## src/design/eth_wb_pkg.sv

```systemverilog
package eth_wb_pkg;

  // bus side
  typedef logic [31:0] wb_data_t;
  typedef logic [15:0] wb_addr_t;
  typedef logic [3:0]  wb_sel_t;

  // memory side
  typedef logic [47:0] arp_entry_t;
  typedef logic [63:0] buf_word_t;
  typedef logic [7:0]  arp_addr_t;
  typedef logic [10:0] buf_addr_t;

  // network configuration
  typedef logic [47:0] mac_addr_t;
  typedef logic [31:0] ip_addr_t;

  // tx size counts 64-bit words
  typedef logic [7:0]  tx_size_t;
  typedef logic [10:0] rx_size_t;

  // register index is address bits 9:2
  typedef logic [7:0]  reg_idx_t;

  typedef enum logic [2:0] {
    REGION_NONE,
    REGION_REG,
    REGION_ARP,
    REGION_TX,
    REGION_RX
  } region_e;

  // byte address map
  localparam wb_addr_t REGS_BASE = 16'h0000;
  localparam wb_addr_t REGS_HIGH = 16'h0FFF;
  localparam wb_addr_t ARP_BASE  = 16'h1000;
  localparam wb_addr_t ARP_HIGH  = 16'h3FFF;
  localparam wb_addr_t TX_BASE   = 16'h4000;
  localparam wb_addr_t TX_HIGH   = 16'h7FFF;
  localparam wb_addr_t RX_BASE   = 16'h8000;
  localparam wb_addr_t RX_HIGH   = 16'hBFFF;

  // register indices
  localparam reg_idx_t REG_CORE_TYPE = 8'h00;
  localparam reg_idx_t REG_MAX_BUF   = 8'h01;
  localparam reg_idx_t REG_WORD_LEN  = 8'h02;
  localparam reg_idx_t REG_MAC_HI    = 8'h03;
  localparam reg_idx_t REG_MAC_LO    = 8'h04;
  localparam reg_idx_t REG_IP        = 8'h05;
  localparam reg_idx_t REG_GATEWAY   = 8'h06;
  localparam reg_idx_t REG_NETMASK   = 8'h07;
  localparam reg_idx_t REG_TXRX_BUF  = 8'h0A;
  localparam reg_idx_t REG_ENABLE    = 8'h0B;
  localparam reg_idx_t REG_PORT      = 8'h0C;
  localparam reg_idx_t REG_ARP_SIZE  = 8'h11;

  // core identity
  localparam logic [7:0]  CORE_REV      = 8'd1;
  localparam logic [7:0]  CORE_TYPE_40G = 8'd4;
  localparam logic [15:0] WORD_BYTES    = 16'd8;
  localparam logic [15:0] MAX_BUF_BYTES = 16'd16384;
  localparam logic [31:0] ARP_ENTRIES   = 32'd256;

endpackage

```

## src/design/eth_bus_if.sv

```systemverilog
`timescale 1ns/1ps

// held wishbone request, valid from start until ack
interface eth_bus_if;

  eth_wb_pkg::wb_addr_t adr;
  eth_wb_pkg::wb_data_t dat;
  eth_wb_pkg::wb_sel_t  sel;
  logic                 we;

  modport sink (
    input adr,
    input dat,
    input sel,
    input we
  );

endinterface

```

## src/design/eth_wb_ctrl.sv

```systemverilog
`timescale 1ns/1ps

module eth_wb_ctrl (
  input  logic                  wb_clk_i,
  input  logic                  wb_rst_i,
  input  logic                  cyc_i,
  input  logic                  stb_i,
  eth_bus_if.sink               bus,
  output logic                  ack_o,
  output logic                  reg_wr_o,
  output logic                  arp_wr_o,
  output logic                  tx_wr_o,
  output eth_wb_pkg::region_e   rd_src_o
);

  eth_wb_pkg::region_e region;
  logic                wait_state;
  logic                start;
  logic                mem_write;

  function automatic logic in_range(input eth_wb_pkg::wb_addr_t adr,
                                    input eth_wb_pkg::wb_addr_t lo,
                                    input eth_wb_pkg::wb_addr_t hi);
    return (adr >= lo) && (adr <= hi);
  endfunction

  always_comb begin
    region = eth_wb_pkg::REGION_NONE;
    if (in_range(bus.adr, eth_wb_pkg::REGS_BASE, eth_wb_pkg::REGS_HIGH)) begin
      region = eth_wb_pkg::REGION_REG;
    end else if (in_range(bus.adr, eth_wb_pkg::ARP_BASE, eth_wb_pkg::ARP_HIGH)) begin
      region = eth_wb_pkg::REGION_ARP;
    end else if (in_range(bus.adr, eth_wb_pkg::TX_BASE, eth_wb_pkg::TX_HIGH)) begin
      region = eth_wb_pkg::REGION_TX;
    end else if (in_range(bus.adr, eth_wb_pkg::RX_BASE, eth_wb_pkg::RX_HIGH)) begin
      region = eth_wb_pkg::REGION_RX;
    end
  end

  // one wait cycle while a memory write reads back its word
  assign wait_state = arp_wr_o | tx_wr_o;

  assign start = cyc_i && stb_i && !ack_o && !wait_state;

  assign mem_write = start && bus.we &&
                     (region == eth_wb_pkg::REGION_ARP || region == eth_wb_pkg::REGION_TX);

  assign reg_wr_o = start && bus.we && (region == eth_wb_pkg::REGION_REG);

  always_ff @(posedge wb_clk_i) begin
    if (wb_rst_i) begin
      ack_o    <= 1'b0;
      arp_wr_o <= 1'b0;
      tx_wr_o  <= 1'b0;
      rd_src_o <= eth_wb_pkg::REGION_NONE;
    end else begin
      ack_o    <= (start && !mem_write) || wait_state;
      arp_wr_o <= start && bus.we && (region == eth_wb_pkg::REGION_ARP);
      tx_wr_o  <= start && bus.we && (region == eth_wb_pkg::REGION_TX);
      if (start) begin
        rd_src_o <= region;
      end
    end
  end

endmodule

```

## src/design/eth_cfg_regs.sv

```systemverilog
`timescale 1ns/1ps

module eth_cfg_regs #(
  parameter eth_wb_pkg::mac_addr_t FABRIC_MAC     = 48'hffff_ffff_ffff,
  parameter eth_wb_pkg::ip_addr_t  FABRIC_IP      = 32'hffff_ffff,
  parameter logic [7:0]            FABRIC_GATEWAY = 8'd0,
  parameter eth_wb_pkg::ip_addr_t  FABRIC_NETMASK = 32'hffff_ff00,
  parameter logic [15:0]           FABRIC_PORT    = 16'hffff,
  parameter logic                  FABRIC_ENABLE  = 1'b0,
  parameter logic                  CPU_TX_ENABLE  = 1'b1,
  parameter logic                  CPU_RX_ENABLE  = 1'b1
) (
  input  logic                  wb_clk_i,
  input  logic                  wb_rst_i,
  eth_bus_if.sink               bus,
  input  logic                  wr_i,
  output eth_wb_pkg::wb_data_t  rd_data_o,
  output eth_wb_pkg::mac_addr_t local_mac_o,
  output eth_wb_pkg::ip_addr_t  local_ip_o,
  output logic [7:0]            local_gateway_o,
  output eth_wb_pkg::ip_addr_t  local_netmask_o,
  output logic [15:0]           local_port_o,
  output logic                  local_enable_o,
  output eth_wb_pkg::tx_size_t  tx_size_o,
  output logic                  tx_ready_o,
  input  logic                  tx_done_i,
  input  eth_wb_pkg::rx_size_t  rx_size_i,
  output logic                  rx_ack_o,
  output logic                  soft_reset_o,
  input  logic                  soft_reset_ack_i
);

  eth_wb_pkg::reg_idx_t reg_idx;
  eth_wb_pkg::wb_data_t mac_hi_wr;
  eth_wb_pkg::wb_data_t port_wr;
  eth_wb_pkg::rx_size_t rx_size_field;

  function automatic eth_wb_pkg::wb_data_t byte_merge(input eth_wb_pkg::wb_data_t cur,
                                                      input eth_wb_pkg::wb_data_t nxt,
                                                      input eth_wb_pkg::wb_sel_t  sel);
    eth_wb_pkg::wb_data_t res;
    res = cur;
    for (int i = 0; i < 4; i++) begin
      if (sel[i]) begin
        res[8*i +: 8] = nxt[8*i +: 8];
      end
    end
    return res;
  endfunction

  assign reg_idx = bus.adr[9:2];

  // 16-bit registers take only the two low lanes
  assign mac_hi_wr = byte_merge({16'b0, local_mac_o[47:32]}, bus.dat, bus.sel);
  assign port_wr   = byte_merge({16'b0, local_port_o}, bus.dat, bus.sel);

  always_ff @(posedge wb_clk_i) begin
    if (wb_rst_i) begin
      local_mac_o     <= FABRIC_MAC;
      local_ip_o      <= FABRIC_IP;
      local_gateway_o <= FABRIC_GATEWAY;
      local_netmask_o <= FABRIC_NETMASK;
      local_port_o    <= FABRIC_PORT;
      local_enable_o  <= FABRIC_ENABLE;
      tx_size_o       <= '0;
      tx_ready_o      <= 1'b0;
      rx_ack_o        <= 1'b0;
      soft_reset_o    <= 1'b0;
    end else begin
      // core side clears, a host write in the same cycle wins
      if (tx_done_i) begin
        tx_size_o  <= '0;
        tx_ready_o <= 1'b0;
      end
      if (rx_size_i == '0) begin
        rx_ack_o <= 1'b0;
      end
      if (soft_reset_ack_i) begin
        soft_reset_o <= 1'b0;
      end

      if (wr_i) begin
        case (reg_idx)
          eth_wb_pkg::REG_MAC_HI: local_mac_o[47:32] <= mac_hi_wr[15:0];
          eth_wb_pkg::REG_MAC_LO: local_mac_o[31:0] <= byte_merge(local_mac_o[31:0],
                                                                  bus.dat, bus.sel);
          eth_wb_pkg::REG_IP:      local_ip_o <= byte_merge(local_ip_o, bus.dat, bus.sel);
          eth_wb_pkg::REG_NETMASK: local_netmask_o <= byte_merge(local_netmask_o,
                                                                 bus.dat, bus.sel);
          // gateway is a single byte
          eth_wb_pkg::REG_GATEWAY: begin
            if (bus.sel[0]) begin
              local_gateway_o <= bus.dat[7:0];
            end
          end
          eth_wb_pkg::REG_TXRX_BUF: begin
            if (bus.sel[0] && bus.dat[7:0] == 8'd0) begin
              rx_ack_o <= 1'b1;
            end
            if (bus.sel[2]) begin
              tx_size_o  <= bus.dat[23:16];
              tx_ready_o <= 1'b1;
            end
          end
          eth_wb_pkg::REG_ENABLE: begin
            if (bus.sel[0]) begin
              local_enable_o <= bus.dat[0];
            end
            if (bus.sel[2] && bus.dat[16]) begin
              soft_reset_o <= 1'b1;
            end
          end
          eth_wb_pkg::REG_PORT: local_port_o <= port_wr[15:0];
          default: ;
        endcase
      end
    end
  end

  // size hidden while the host still owns the acked buffer
  assign rx_size_field = rx_ack_o ? '0 : rx_size_i;

  always_comb begin
    case (reg_idx)
      eth_wb_pkg::REG_CORE_TYPE: rd_data_o = {7'b0, CPU_TX_ENABLE, 7'b0, CPU_RX_ENABLE,
                                              eth_wb_pkg::CORE_REV, eth_wb_pkg::CORE_TYPE_40G};
      eth_wb_pkg::REG_MAX_BUF:   rd_data_o = {eth_wb_pkg::MAX_BUF_BYTES,
                                              eth_wb_pkg::MAX_BUF_BYTES};
      eth_wb_pkg::REG_WORD_LEN:  rd_data_o = {eth_wb_pkg::WORD_BYTES, eth_wb_pkg::WORD_BYTES};
      eth_wb_pkg::REG_MAC_HI:    rd_data_o = {16'b0, local_mac_o[47:32]};
      eth_wb_pkg::REG_MAC_LO:    rd_data_o = local_mac_o[31:0];
      eth_wb_pkg::REG_IP:        rd_data_o = local_ip_o;
      eth_wb_pkg::REG_GATEWAY:   rd_data_o = {24'b0, local_gateway_o};
      eth_wb_pkg::REG_NETMASK:   rd_data_o = local_netmask_o;
      eth_wb_pkg::REG_TXRX_BUF:  rd_data_o = {8'b0, tx_size_o, 5'b0, rx_size_field};
      eth_wb_pkg::REG_ENABLE:    rd_data_o = {15'b0, soft_reset_o, 15'b0, local_enable_o};
      eth_wb_pkg::REG_PORT:      rd_data_o = {16'b0, local_port_o};
      eth_wb_pkg::REG_ARP_SIZE:  rd_data_o = eth_wb_pkg::ARP_ENTRIES;
      default:                   rd_data_o = '0;
    endcase
  end

endmodule

```

## src/design/eth_mem_port.sv

```systemverilog
`timescale 1ns/1ps

module eth_mem_port #(
  parameter type word_t = eth_wb_pkg::buf_word_t,
  parameter type addr_t = eth_wb_pkg::buf_addr_t
) (
  input  logic    wb_clk_i,
  input  logic    wb_rst_i,
  eth_bus_if.sink bus,
  input  logic    wr_i,
  input  word_t   rd_data_i,
  output addr_t   addr_o,
  output word_t   wr_data_o,
  output logic    wr_en_o
);

  localparam int WORD_BITS = $bits(word_t);
  localparam int ADDR_BITS = $bits(addr_t);
  localparam int NBYTES    = WORD_BITS / 8;

  word_t merged;

  // one 64-bit slot per word, bit 2 picks the half
  assign addr_o = bus.adr[ADDR_BITS+2:3];

  // bit 2 set addresses bits 31:0, clear addresses the bits above
  always_comb begin
    merged = rd_data_i;
    for (int b = 0; b < NBYTES; b++) begin
      if (((b >= 4) ? !bus.adr[2] : bus.adr[2]) && bus.sel[b % 4]) begin
        merged[8*b +: 8] = bus.dat[8*(b % 4) +: 8];
      end
    end
  end

  always_ff @(posedge wb_clk_i) begin
    if (wr_i) begin
      wr_data_o <= merged;
    end
  end

  always_ff @(posedge wb_clk_i) begin
    if (wb_rst_i) begin
      wr_en_o <= 1'b0;
    end else begin
      wr_en_o <= wr_i;
    end
  end

endmodule

```

## src/design/eth_rd_mux.sv

```systemverilog
`timescale 1ns/1ps

module eth_rd_mux (
  eth_bus_if.sink                bus,
  input  eth_wb_pkg::region_e    src_i,
  input  logic                   ack_i,
  input  eth_wb_pkg::wb_data_t   reg_data_i,
  input  eth_wb_pkg::arp_entry_t arp_data_i,
  input  eth_wb_pkg::buf_word_t  tx_data_i,
  input  eth_wb_pkg::buf_word_t  rx_data_i,
  output eth_wb_pkg::wb_data_t   dat_o
);

  eth_wb_pkg::wb_data_t arp_lane;
  eth_wb_pkg::wb_data_t tx_lane;
  eth_wb_pkg::wb_data_t rx_lane;
  eth_wb_pkg::wb_data_t sel_data;

  // upper arp half is only 16 bits wide
  assign arp_lane = bus.adr[2] ? arp_data_i[31:0] : {16'b0, arp_data_i[47:32]};
  assign tx_lane  = bus.adr[2] ? tx_data_i[31:0]  : tx_data_i[63:32];
  assign rx_lane  = bus.adr[2] ? rx_data_i[31:0]  : rx_data_i[63:32];

  always_comb begin
    case (src_i)
      eth_wb_pkg::REGION_REG: sel_data = reg_data_i;
      eth_wb_pkg::REGION_ARP: sel_data = arp_lane;
      eth_wb_pkg::REGION_TX:  sel_data = tx_lane;
      eth_wb_pkg::REGION_RX:  sel_data = rx_lane;
      default:                sel_data = '0;
    endcase
  end

  assign dat_o = ack_i ? sel_data : '0;

endmodule

```

## src/design/eth_wb_attach.sv

```systemverilog
`timescale 1ns/1ps

module eth_wb_attach #(
  parameter eth_wb_pkg::mac_addr_t FABRIC_MAC     = 48'hffff_ffff_ffff,
  parameter eth_wb_pkg::ip_addr_t  FABRIC_IP      = 32'hffff_ffff,
  parameter logic [7:0]            FABRIC_GATEWAY = 8'd0,
  parameter eth_wb_pkg::ip_addr_t  FABRIC_NETMASK = 32'hffff_ff00,
  parameter logic [15:0]           FABRIC_PORT    = 16'hffff,
  parameter logic                  FABRIC_ENABLE  = 1'b0,
  parameter logic                  CPU_TX_ENABLE  = 1'b1,
  parameter logic                  CPU_RX_ENABLE  = 1'b1
) (
  input  logic                   wb_clk_i,
  input  logic                   wb_rst_i,
  input  logic                   wb_cyc_i,
  input  logic                   wb_stb_i,
  input  logic                   wb_we_i,
  input  eth_wb_pkg::wb_addr_t   wb_adr_i,
  input  eth_wb_pkg::wb_data_t   wb_dat_i,
  input  eth_wb_pkg::wb_sel_t    wb_sel_i,
  output eth_wb_pkg::wb_data_t   wb_dat_o,
  output logic                   wb_ack_o,
  // arp cache
  output eth_wb_pkg::arp_addr_t  arp_addr_o,
  output eth_wb_pkg::arp_entry_t arp_wr_data_o,
  output logic                   arp_wr_en_o,
  input  eth_wb_pkg::arp_entry_t arp_rd_data_i,
  // cpu tx buffer
  output eth_wb_pkg::buf_addr_t  tx_buf_addr_o,
  output eth_wb_pkg::buf_word_t  tx_buf_wr_data_o,
  output logic                   tx_buf_wr_en_o,
  input  eth_wb_pkg::buf_word_t  tx_buf_rd_data_i,
  // cpu rx buffer
  output eth_wb_pkg::buf_addr_t  rx_buf_addr_o,
  input  eth_wb_pkg::buf_word_t  rx_buf_rd_data_i,
  output eth_wb_pkg::mac_addr_t  local_mac_o,
  output eth_wb_pkg::ip_addr_t   local_ip_o,
  output logic [7:0]             local_gateway_o,
  output eth_wb_pkg::ip_addr_t   local_netmask_o,
  output logic [15:0]            local_port_o,
  output logic                   local_enable_o,
  output eth_wb_pkg::tx_size_t   tx_size_o,
  output logic                   tx_ready_o,
  input  logic                   tx_done_i,
  input  eth_wb_pkg::rx_size_t   rx_size_i,
  output logic                   rx_ack_o,
  output logic                   soft_reset_o,
  input  logic                   soft_reset_ack_i
);

  eth_bus_if bus ();

  logic                 reg_wr;
  logic                 arp_wr;
  logic                 tx_wr;
  eth_wb_pkg::region_e  rd_src;
  eth_wb_pkg::wb_data_t reg_rd_data;

  assign bus.adr = wb_adr_i;
  assign bus.dat = wb_dat_i;
  assign bus.sel = wb_sel_i;
  assign bus.we  = wb_we_i;

  // rx buffer is read only, so only an address is needed
  assign rx_buf_addr_o = wb_adr_i[13:3];

  eth_wb_ctrl u_ctrl (
    .wb_clk_i (wb_clk_i),
    .wb_rst_i (wb_rst_i),
    .cyc_i    (wb_cyc_i),
    .stb_i    (wb_stb_i),
    .bus      (bus.sink),
    .ack_o    (wb_ack_o),
    .reg_wr_o (reg_wr),
    .arp_wr_o (arp_wr),
    .tx_wr_o  (tx_wr),
    .rd_src_o (rd_src)
  );

  eth_cfg_regs #(
    .FABRIC_MAC     (FABRIC_MAC),
    .FABRIC_IP      (FABRIC_IP),
    .FABRIC_GATEWAY (FABRIC_GATEWAY),
    .FABRIC_NETMASK (FABRIC_NETMASK),
    .FABRIC_PORT    (FABRIC_PORT),
    .FABRIC_ENABLE  (FABRIC_ENABLE),
    .CPU_TX_ENABLE  (CPU_TX_ENABLE),
    .CPU_RX_ENABLE  (CPU_RX_ENABLE)
  ) u_cfg_regs (
    .wb_clk_i         (wb_clk_i),
    .wb_rst_i         (wb_rst_i),
    .bus              (bus.sink),
    .wr_i             (reg_wr),
    .rd_data_o        (reg_rd_data),
    .local_mac_o      (local_mac_o),
    .local_ip_o       (local_ip_o),
    .local_gateway_o  (local_gateway_o),
    .local_netmask_o  (local_netmask_o),
    .local_port_o     (local_port_o),
    .local_enable_o   (local_enable_o),
    .tx_size_o        (tx_size_o),
    .tx_ready_o       (tx_ready_o),
    .tx_done_i        (tx_done_i),
    .rx_size_i        (rx_size_i),
    .rx_ack_o         (rx_ack_o),
    .soft_reset_o     (soft_reset_o),
    .soft_reset_ack_i (soft_reset_ack_i)
  );

  eth_mem_port #(
    .word_t (eth_wb_pkg::arp_entry_t),
    .addr_t (eth_wb_pkg::arp_addr_t)
  ) u_arp_port (
    .wb_clk_i  (wb_clk_i),
    .wb_rst_i  (wb_rst_i),
    .bus       (bus.sink),
    .wr_i      (arp_wr),
    .rd_data_i (arp_rd_data_i),
    .addr_o    (arp_addr_o),
    .wr_data_o (arp_wr_data_o),
    .wr_en_o   (arp_wr_en_o)
  );

  eth_mem_port #(
    .word_t (eth_wb_pkg::buf_word_t),
    .addr_t (eth_wb_pkg::buf_addr_t)
  ) u_tx_port (
    .wb_clk_i  (wb_clk_i),
    .wb_rst_i  (wb_rst_i),
    .bus       (bus.sink),
    .wr_i      (tx_wr),
    .rd_data_i (tx_buf_rd_data_i),
    .addr_o    (tx_buf_addr_o),
    .wr_data_o (tx_buf_wr_data_o),
    .wr_en_o   (tx_buf_wr_en_o)
  );

  eth_rd_mux u_rd_mux (
    .bus        (bus.sink),
    .src_i      (rd_src),
    .ack_i      (wb_ack_o),
    .reg_data_i (reg_rd_data),
    .arp_data_i (arp_rd_data_i),
    .tx_data_i  (tx_buf_rd_data_i),
    .rx_data_i  (rx_buf_rd_data_i),
    .dat_o      (wb_dat_o)
  );

endmodule

```

## config.mk

```make
export PLATFORM = sky130hd
export DESIGN_NAME = eth_wb_attach
export DESIGN_NICKNAME = d
export VERILOG_FILES = /design/src/design/eth_wb_pkg.sv /design/src/design/eth_bus_if.sv /design/src/design/eth_wb_ctrl.sv /design/src/design/eth_cfg_regs.sv /design/src/design/eth_mem_port.sv /design/src/design/eth_rd_mux.sv /design/src/design/eth_wb_attach.sv
export SDC_FILE = /design/constraint.sdc
export NUM_CORES = 1
export LEC_CHECK = 0
export BUFFER_PORTS_ARGS = -buffer_cell sky130_fd_sc_hd__buf_2
export CAP_MARGIN = 40
export CORE_AREA = 3 3 220 222
export CTS_BUF_LIST = sky130_fd_sc_hd__clkbuf_4
export DETAILED_ROUTE_END_ITERATION = 6
export DIE_AREA = 0 0 223 225
export GPL_ROUTABILITY_DRIVEN = 0
export SLEW_MARGIN = 20
export SYNTH_ARGS = -nofsm -noshare
export SYNTH_HDL_FRONTEND = slang
export SYNTH_SLANG_ARGS = --single-unit
```

## constraint.sdc

```tcl
create_clock -name wb_clk_i -period 5.2 [get_ports wb_clk_i]
set_clock_uncertainty 0.05 [all_clocks]
set_input_delay 1.56 -clock wb_clk_i [delete_from_list [all_inputs] [get_ports wb_clk_i]]
set_output_delay 1.56 -clock wb_clk_i [all_outputs]
set_load 0.01 [all_outputs]
```

==> flow_metrics.py <==
metrics = {
    "routing": {
        "num_vias": 14593,
        "postRouteAntennaNets": 0,
        "totalWireLength_um": 66530,
        "wl_per_cell_um": 24.84,
        "first_pass_iters": 7,
        "drc": 0,
        "drt_iter0_markers": 1771,
        "via_per_inst": 5.449,
    },
    "worst_setup_path": {
        "rrSetupSlack_ps": 2420,
        "regToRegStartpoint": "u_ctrl.tx_wr_o",
        "cp-start-kind": "input pin",
        "worstSetupEndpointType": "primary output",
        "rr_worst_depth": 5,
        "worstPathRequired_ps": 3590,
        "path_max_fanout": 8,
        "rr_endpoint": "u_cfg_regs.local_mac_o[15]",
        "crit_type": "input pin to primary output",
        "crit_arrival_ps": 3510,
    },
    "logic_synthesis": {
        "yosys.area.top_type": "edfxtp_1",
        "synth_area_per_cell_um2": 9.479,
        "synthTopCellsByArea": "edfxtp_1 25%, dfxtp_1 23%, mux2i_1 8.4%",
        "syn_area_mm2": 0.01363,
        "synthCells": 1438,
        "ys_seq_elements": 268,
        "synth.top_cells.by_count": "183 x nand2_1, 162 x nor2_1, 156 x dfxtp_1, 115 x mux2i_1, 112 x edfxtp_1",
        "seq_area_frac_synth_pct": 47.59,
        "synth-edff-count": 112,
        "yosysMostFrequentCell": "nand2_1",
        "synth_cell_types": 71,
        "synth_top_area_share_pct": 24.67,
        "synth_flop_cell": "dfxtp_1",
        "synth-async-reset-ratio_pct": 0,
        "synth_nets": 1684,
        "ys.warnings.count": 0,
    },
    "global_route": {
        "antenna_found_initial": 14,
        "grt-ovfl-total": 0,
        "grt_max_degree": 121,
        "grt_pass1_vias": 13915,
        "grt_pass1_wl_um": 93050,
        "grtUsageTotal_pct": 24.86,
    },
    "finish": {
        "nets": 2260,
        "multi_input_area_mm2": 0.006484,
        "regArea_mm2": 0.006492,
        "stdcell_area_mm2": 0.01827,
        "fill_cells": 4682,
        "area_delta_synth_final_pct": 34.01,
        "layout-drive-gt1-share_pct": 39.89,
    },
    "clock_network": {
        "root_buffer": "clkbuf_4",
        "cts_buffers": 74,
        "htreeDepth": 3,
        "cts_hold_buf": 0,
        "clockBufferDepth": 3,
        "clock_latency_ps": 780,
        "clk_pin_slew_ps": 60,
        "cts.sinks": 268,
        "cts_tree": "yes",
    },
    "timing": {
        "layout_setup_ws_ps": 79.76,
        "tightest_slew_ps": 878.7,
        "setup_viol_count_final": 0,
        "max_freq_ghz": 0.1953,
        "post-route-period-util_pct": 98.47,
        "hold_viol": 0,
        "slew_headroom_pct": 41.42,
        "maxSlewViolCount": 0,
        "period_minus_slack_ps": 5120,
        "grt_setup_unrepaired": "false",
    },
    "pwr": {
        "p_sw_share_pct": 26.79,
        "combPwrFrac_pct": 11.6,
        "leakage_nw": 8.573,
        "power_frac_seq_pct": 47.8,
        "switching_power_mw": 1.239,
        "p_clk_share_pct": 40.6,
        "ir_drop_mv": 0.1154,
        "p_per_area_mw_per_mm2": 253.3,
        "p_int_mw": 3.387,
    },
    "floorplan": {
        "die_y_um": 225,
        "initial_core_util_pct": 29.28,
        "coreArea_mm2": 0.04656,
        "ioPinCount": 571,
        "die-area_mm2": 0.05018,
        "std_cell_rows": 79,
        "fp.dieW_um": 223,
    },
    "min_path": {
        "hold-path-endpoint": "u_cfg_regs.local_mac_o[2]",
        "min_from": "u_cfg_regs.local_mac_o[2]",
        "hold_depth": 2,
        "min_path_type": "flop to flop",
    },
    "placement": {
        "post-dp-hpwl_um": 51970,
        "pre_cts_ws_ps": -241.0,
        "placed_area_mm2": 0.01728,
        "port-buffer-count": 561,
    },
    "status": {
        "status": "complete, no violations",
    },
    "run": {
        "drv_cap": 0,
    },
}
flip-flops by register name, summed over array words and instances, names as in the netlist:
signal / cells
u_ctrl.arp_wr_o: 1
u_cfg_regs.rx_ack_o: 1
u_ctrl.rd_src_o: 3
u_arp_port.wr_data_o: 48
u_cfg_regs.local_enable_o: 1
u_cfg_regs.tx_size_o: 8
u_cfg_regs.local_netmask_o: 32
u_ctrl.tx_wr_o: 1
u_cfg_regs.local_port_o: 16
u_cfg_regs.tx_ready_o: 1
u_cfg_regs.local_gateway_o: 8
u_tx_port.wr_en_o: 1
u_cfg_regs.soft_reset_o: 1
u_ctrl.ack_o: 1
u_tx_port.wr_data_o: 64
u_arp_port.wr_en_o: 1
u_cfg_regs.local_mac_o: 48
u_cfg_regs.local_ip_o: 32
power by group through the flow:
stage | sequential, mW | combinational (mW) | clock [mW]
global route | 2.21 | 0.569 | 2.03
CTS | 2.21 | 0.523 | 1.93
global placement | 2.26 | 0.509 | 0
floorplan | 2.26 | 0.259 | 0
finish | 2.21 | 0.536 | 1.88
detailed placement | 2.26 | 0.520 | 0
logic make-up after synthesis:
kind of cell    count (synthesis)  share of synthesized area [%]
flops                         268                          47.59
buf+inv                       152                          5.269
xor+xnor                        1                        0.06427
mux                           140                          10.76
simple gates                  529                          18.37
compound gates                348                          17.96
worst max path at each step:
stage,startpoint,end,cells after the start
2_1_floorplan,wb_adr_i[6],wb_dat_o[12],7
3_3_place_gp,wb_adr_i[6],wb_dat_o[13],9
3_5_place_dp,wb_adr_i[6],wb_dat_o[13],9
4_1_cts,wb_adr_i[6],wb_dat_o[10],9
5_1_grt,wb_adr_i[7],wb_dat_o[12],10
6_report,wb_adr_i[6],wb_dat_o[9],9
layer usage:
| layer | global-route usage, % | up-vias | wire length [um] |
|---|---|---|---|
| met5 | 0 | - | 61 |
| met4 | 10.05 | 8 | 2282 |
| met3 | 6.461 | 135 | 7099 |
| met2 | 37.81 | 959 | 29600 |
| met1 | 33.76 | 7030 | 27490 |
| li1 | - | 6461 | - |
cells in the final DEF (no fill, tap or decap), types with 4 or more instances in the layout:
| cell type | synthesis | final |
|---|---|---|
| clkbuf_4 | 0 | 113 |
| diode_2 | 0 | 8 |
| nand2b_1 | 16 | 16 |
| a222oi_1 | 12 | 12 |
| buf_4 | 34 | 76 |
| nor2b_1 | 13 | 11 |
| clkinv_1 | 1 | 11 |
| a221o_1 | 12 | 12 |
| mux2i_1 | 115 | 115 |
| o211ai_1 | 32 | 32 |
| o21ai_1 | 8 | 9 |
| nand3b_1 | 11 | 11 |
| a21o_1 | 65 | 65 |
| mux2_2 | 22 | 22 |
| a31oi_1 | 16 | 16 |
| a31o_2 | 4 | 4 |
| o21ai_0 | 42 | 40 |
| buf_2 | 16 | 559 |
| buf_12 | 0 | 7 |
| nor2_1 | 162 | 162 |
| a22o_1 | 4 | 4 |
| nand2_1 | 183 | 183 |
| nor4_1 | 7 | 6 |
| a221oi_1 | 12 | 12 |
| dfxtp_1 | 156 | 153 |
| nor3_1 | 21 | 21 |
| nand3_2 | 5 | 5 |
| edfxtp_1 | 112 | 112 |
| inv_1 | 4 | 4 |
| and3_1 | 45 | 45 |
| nand3_1 | 33 | 33 |
| o22ai_1 | 6 | 6 |
| a21oi_1 | 46 | 46 |
| a22oi_1 | 69 | 69 |
per-stage QoR:
stage | power, mW | hold slack [ps] | setup TNS (ps) | instances | utilization, %
finish | 4.626 | 419.1 | 0 | 2678 | 39.24
detailed placement | 2.776 | 398.7 | -1267 | 2543 | 37.11
global route | 4.805 | 442.9 | 0 | 2673 | 39.21
CTS | 4.660 | 409.1 | 0 | 2668 | 39.07
global placement | 2.764 | 393.6 | -973.8 | 2542 | 37.05
floorplan | 2.517 | 421.6 | 0 | 1438 | -
cell type report:
class / instances / share of cell area (%)
antenna: 8 / 0.1096
clock buffer: 113 / 4.644
clock inverter: 12 / 0.2534
inverter: 5 / 0.1027
multi-input combinational: 1018 / 35.50
sequential: 268 / 35.54
tap: 607 / 4.158
timing repair buffer: 647 / 19.69
worst max-delay path: stages:
cell	delay, ps
buf_2	150
buf_4	180
nor4_4	60
and3_1	170
buf_12	150
a222oi_1	550
o311a_1	380
o21ai_1	140
buf_2	160
what timing repair did:
item	CTS	global route
cloned	0	0
setup endpoints to repair	18	18
pin swaps	0	5
gates resized for setup	5	6
buffers inserted	0	1
Power figures use the tool's default switching activity.
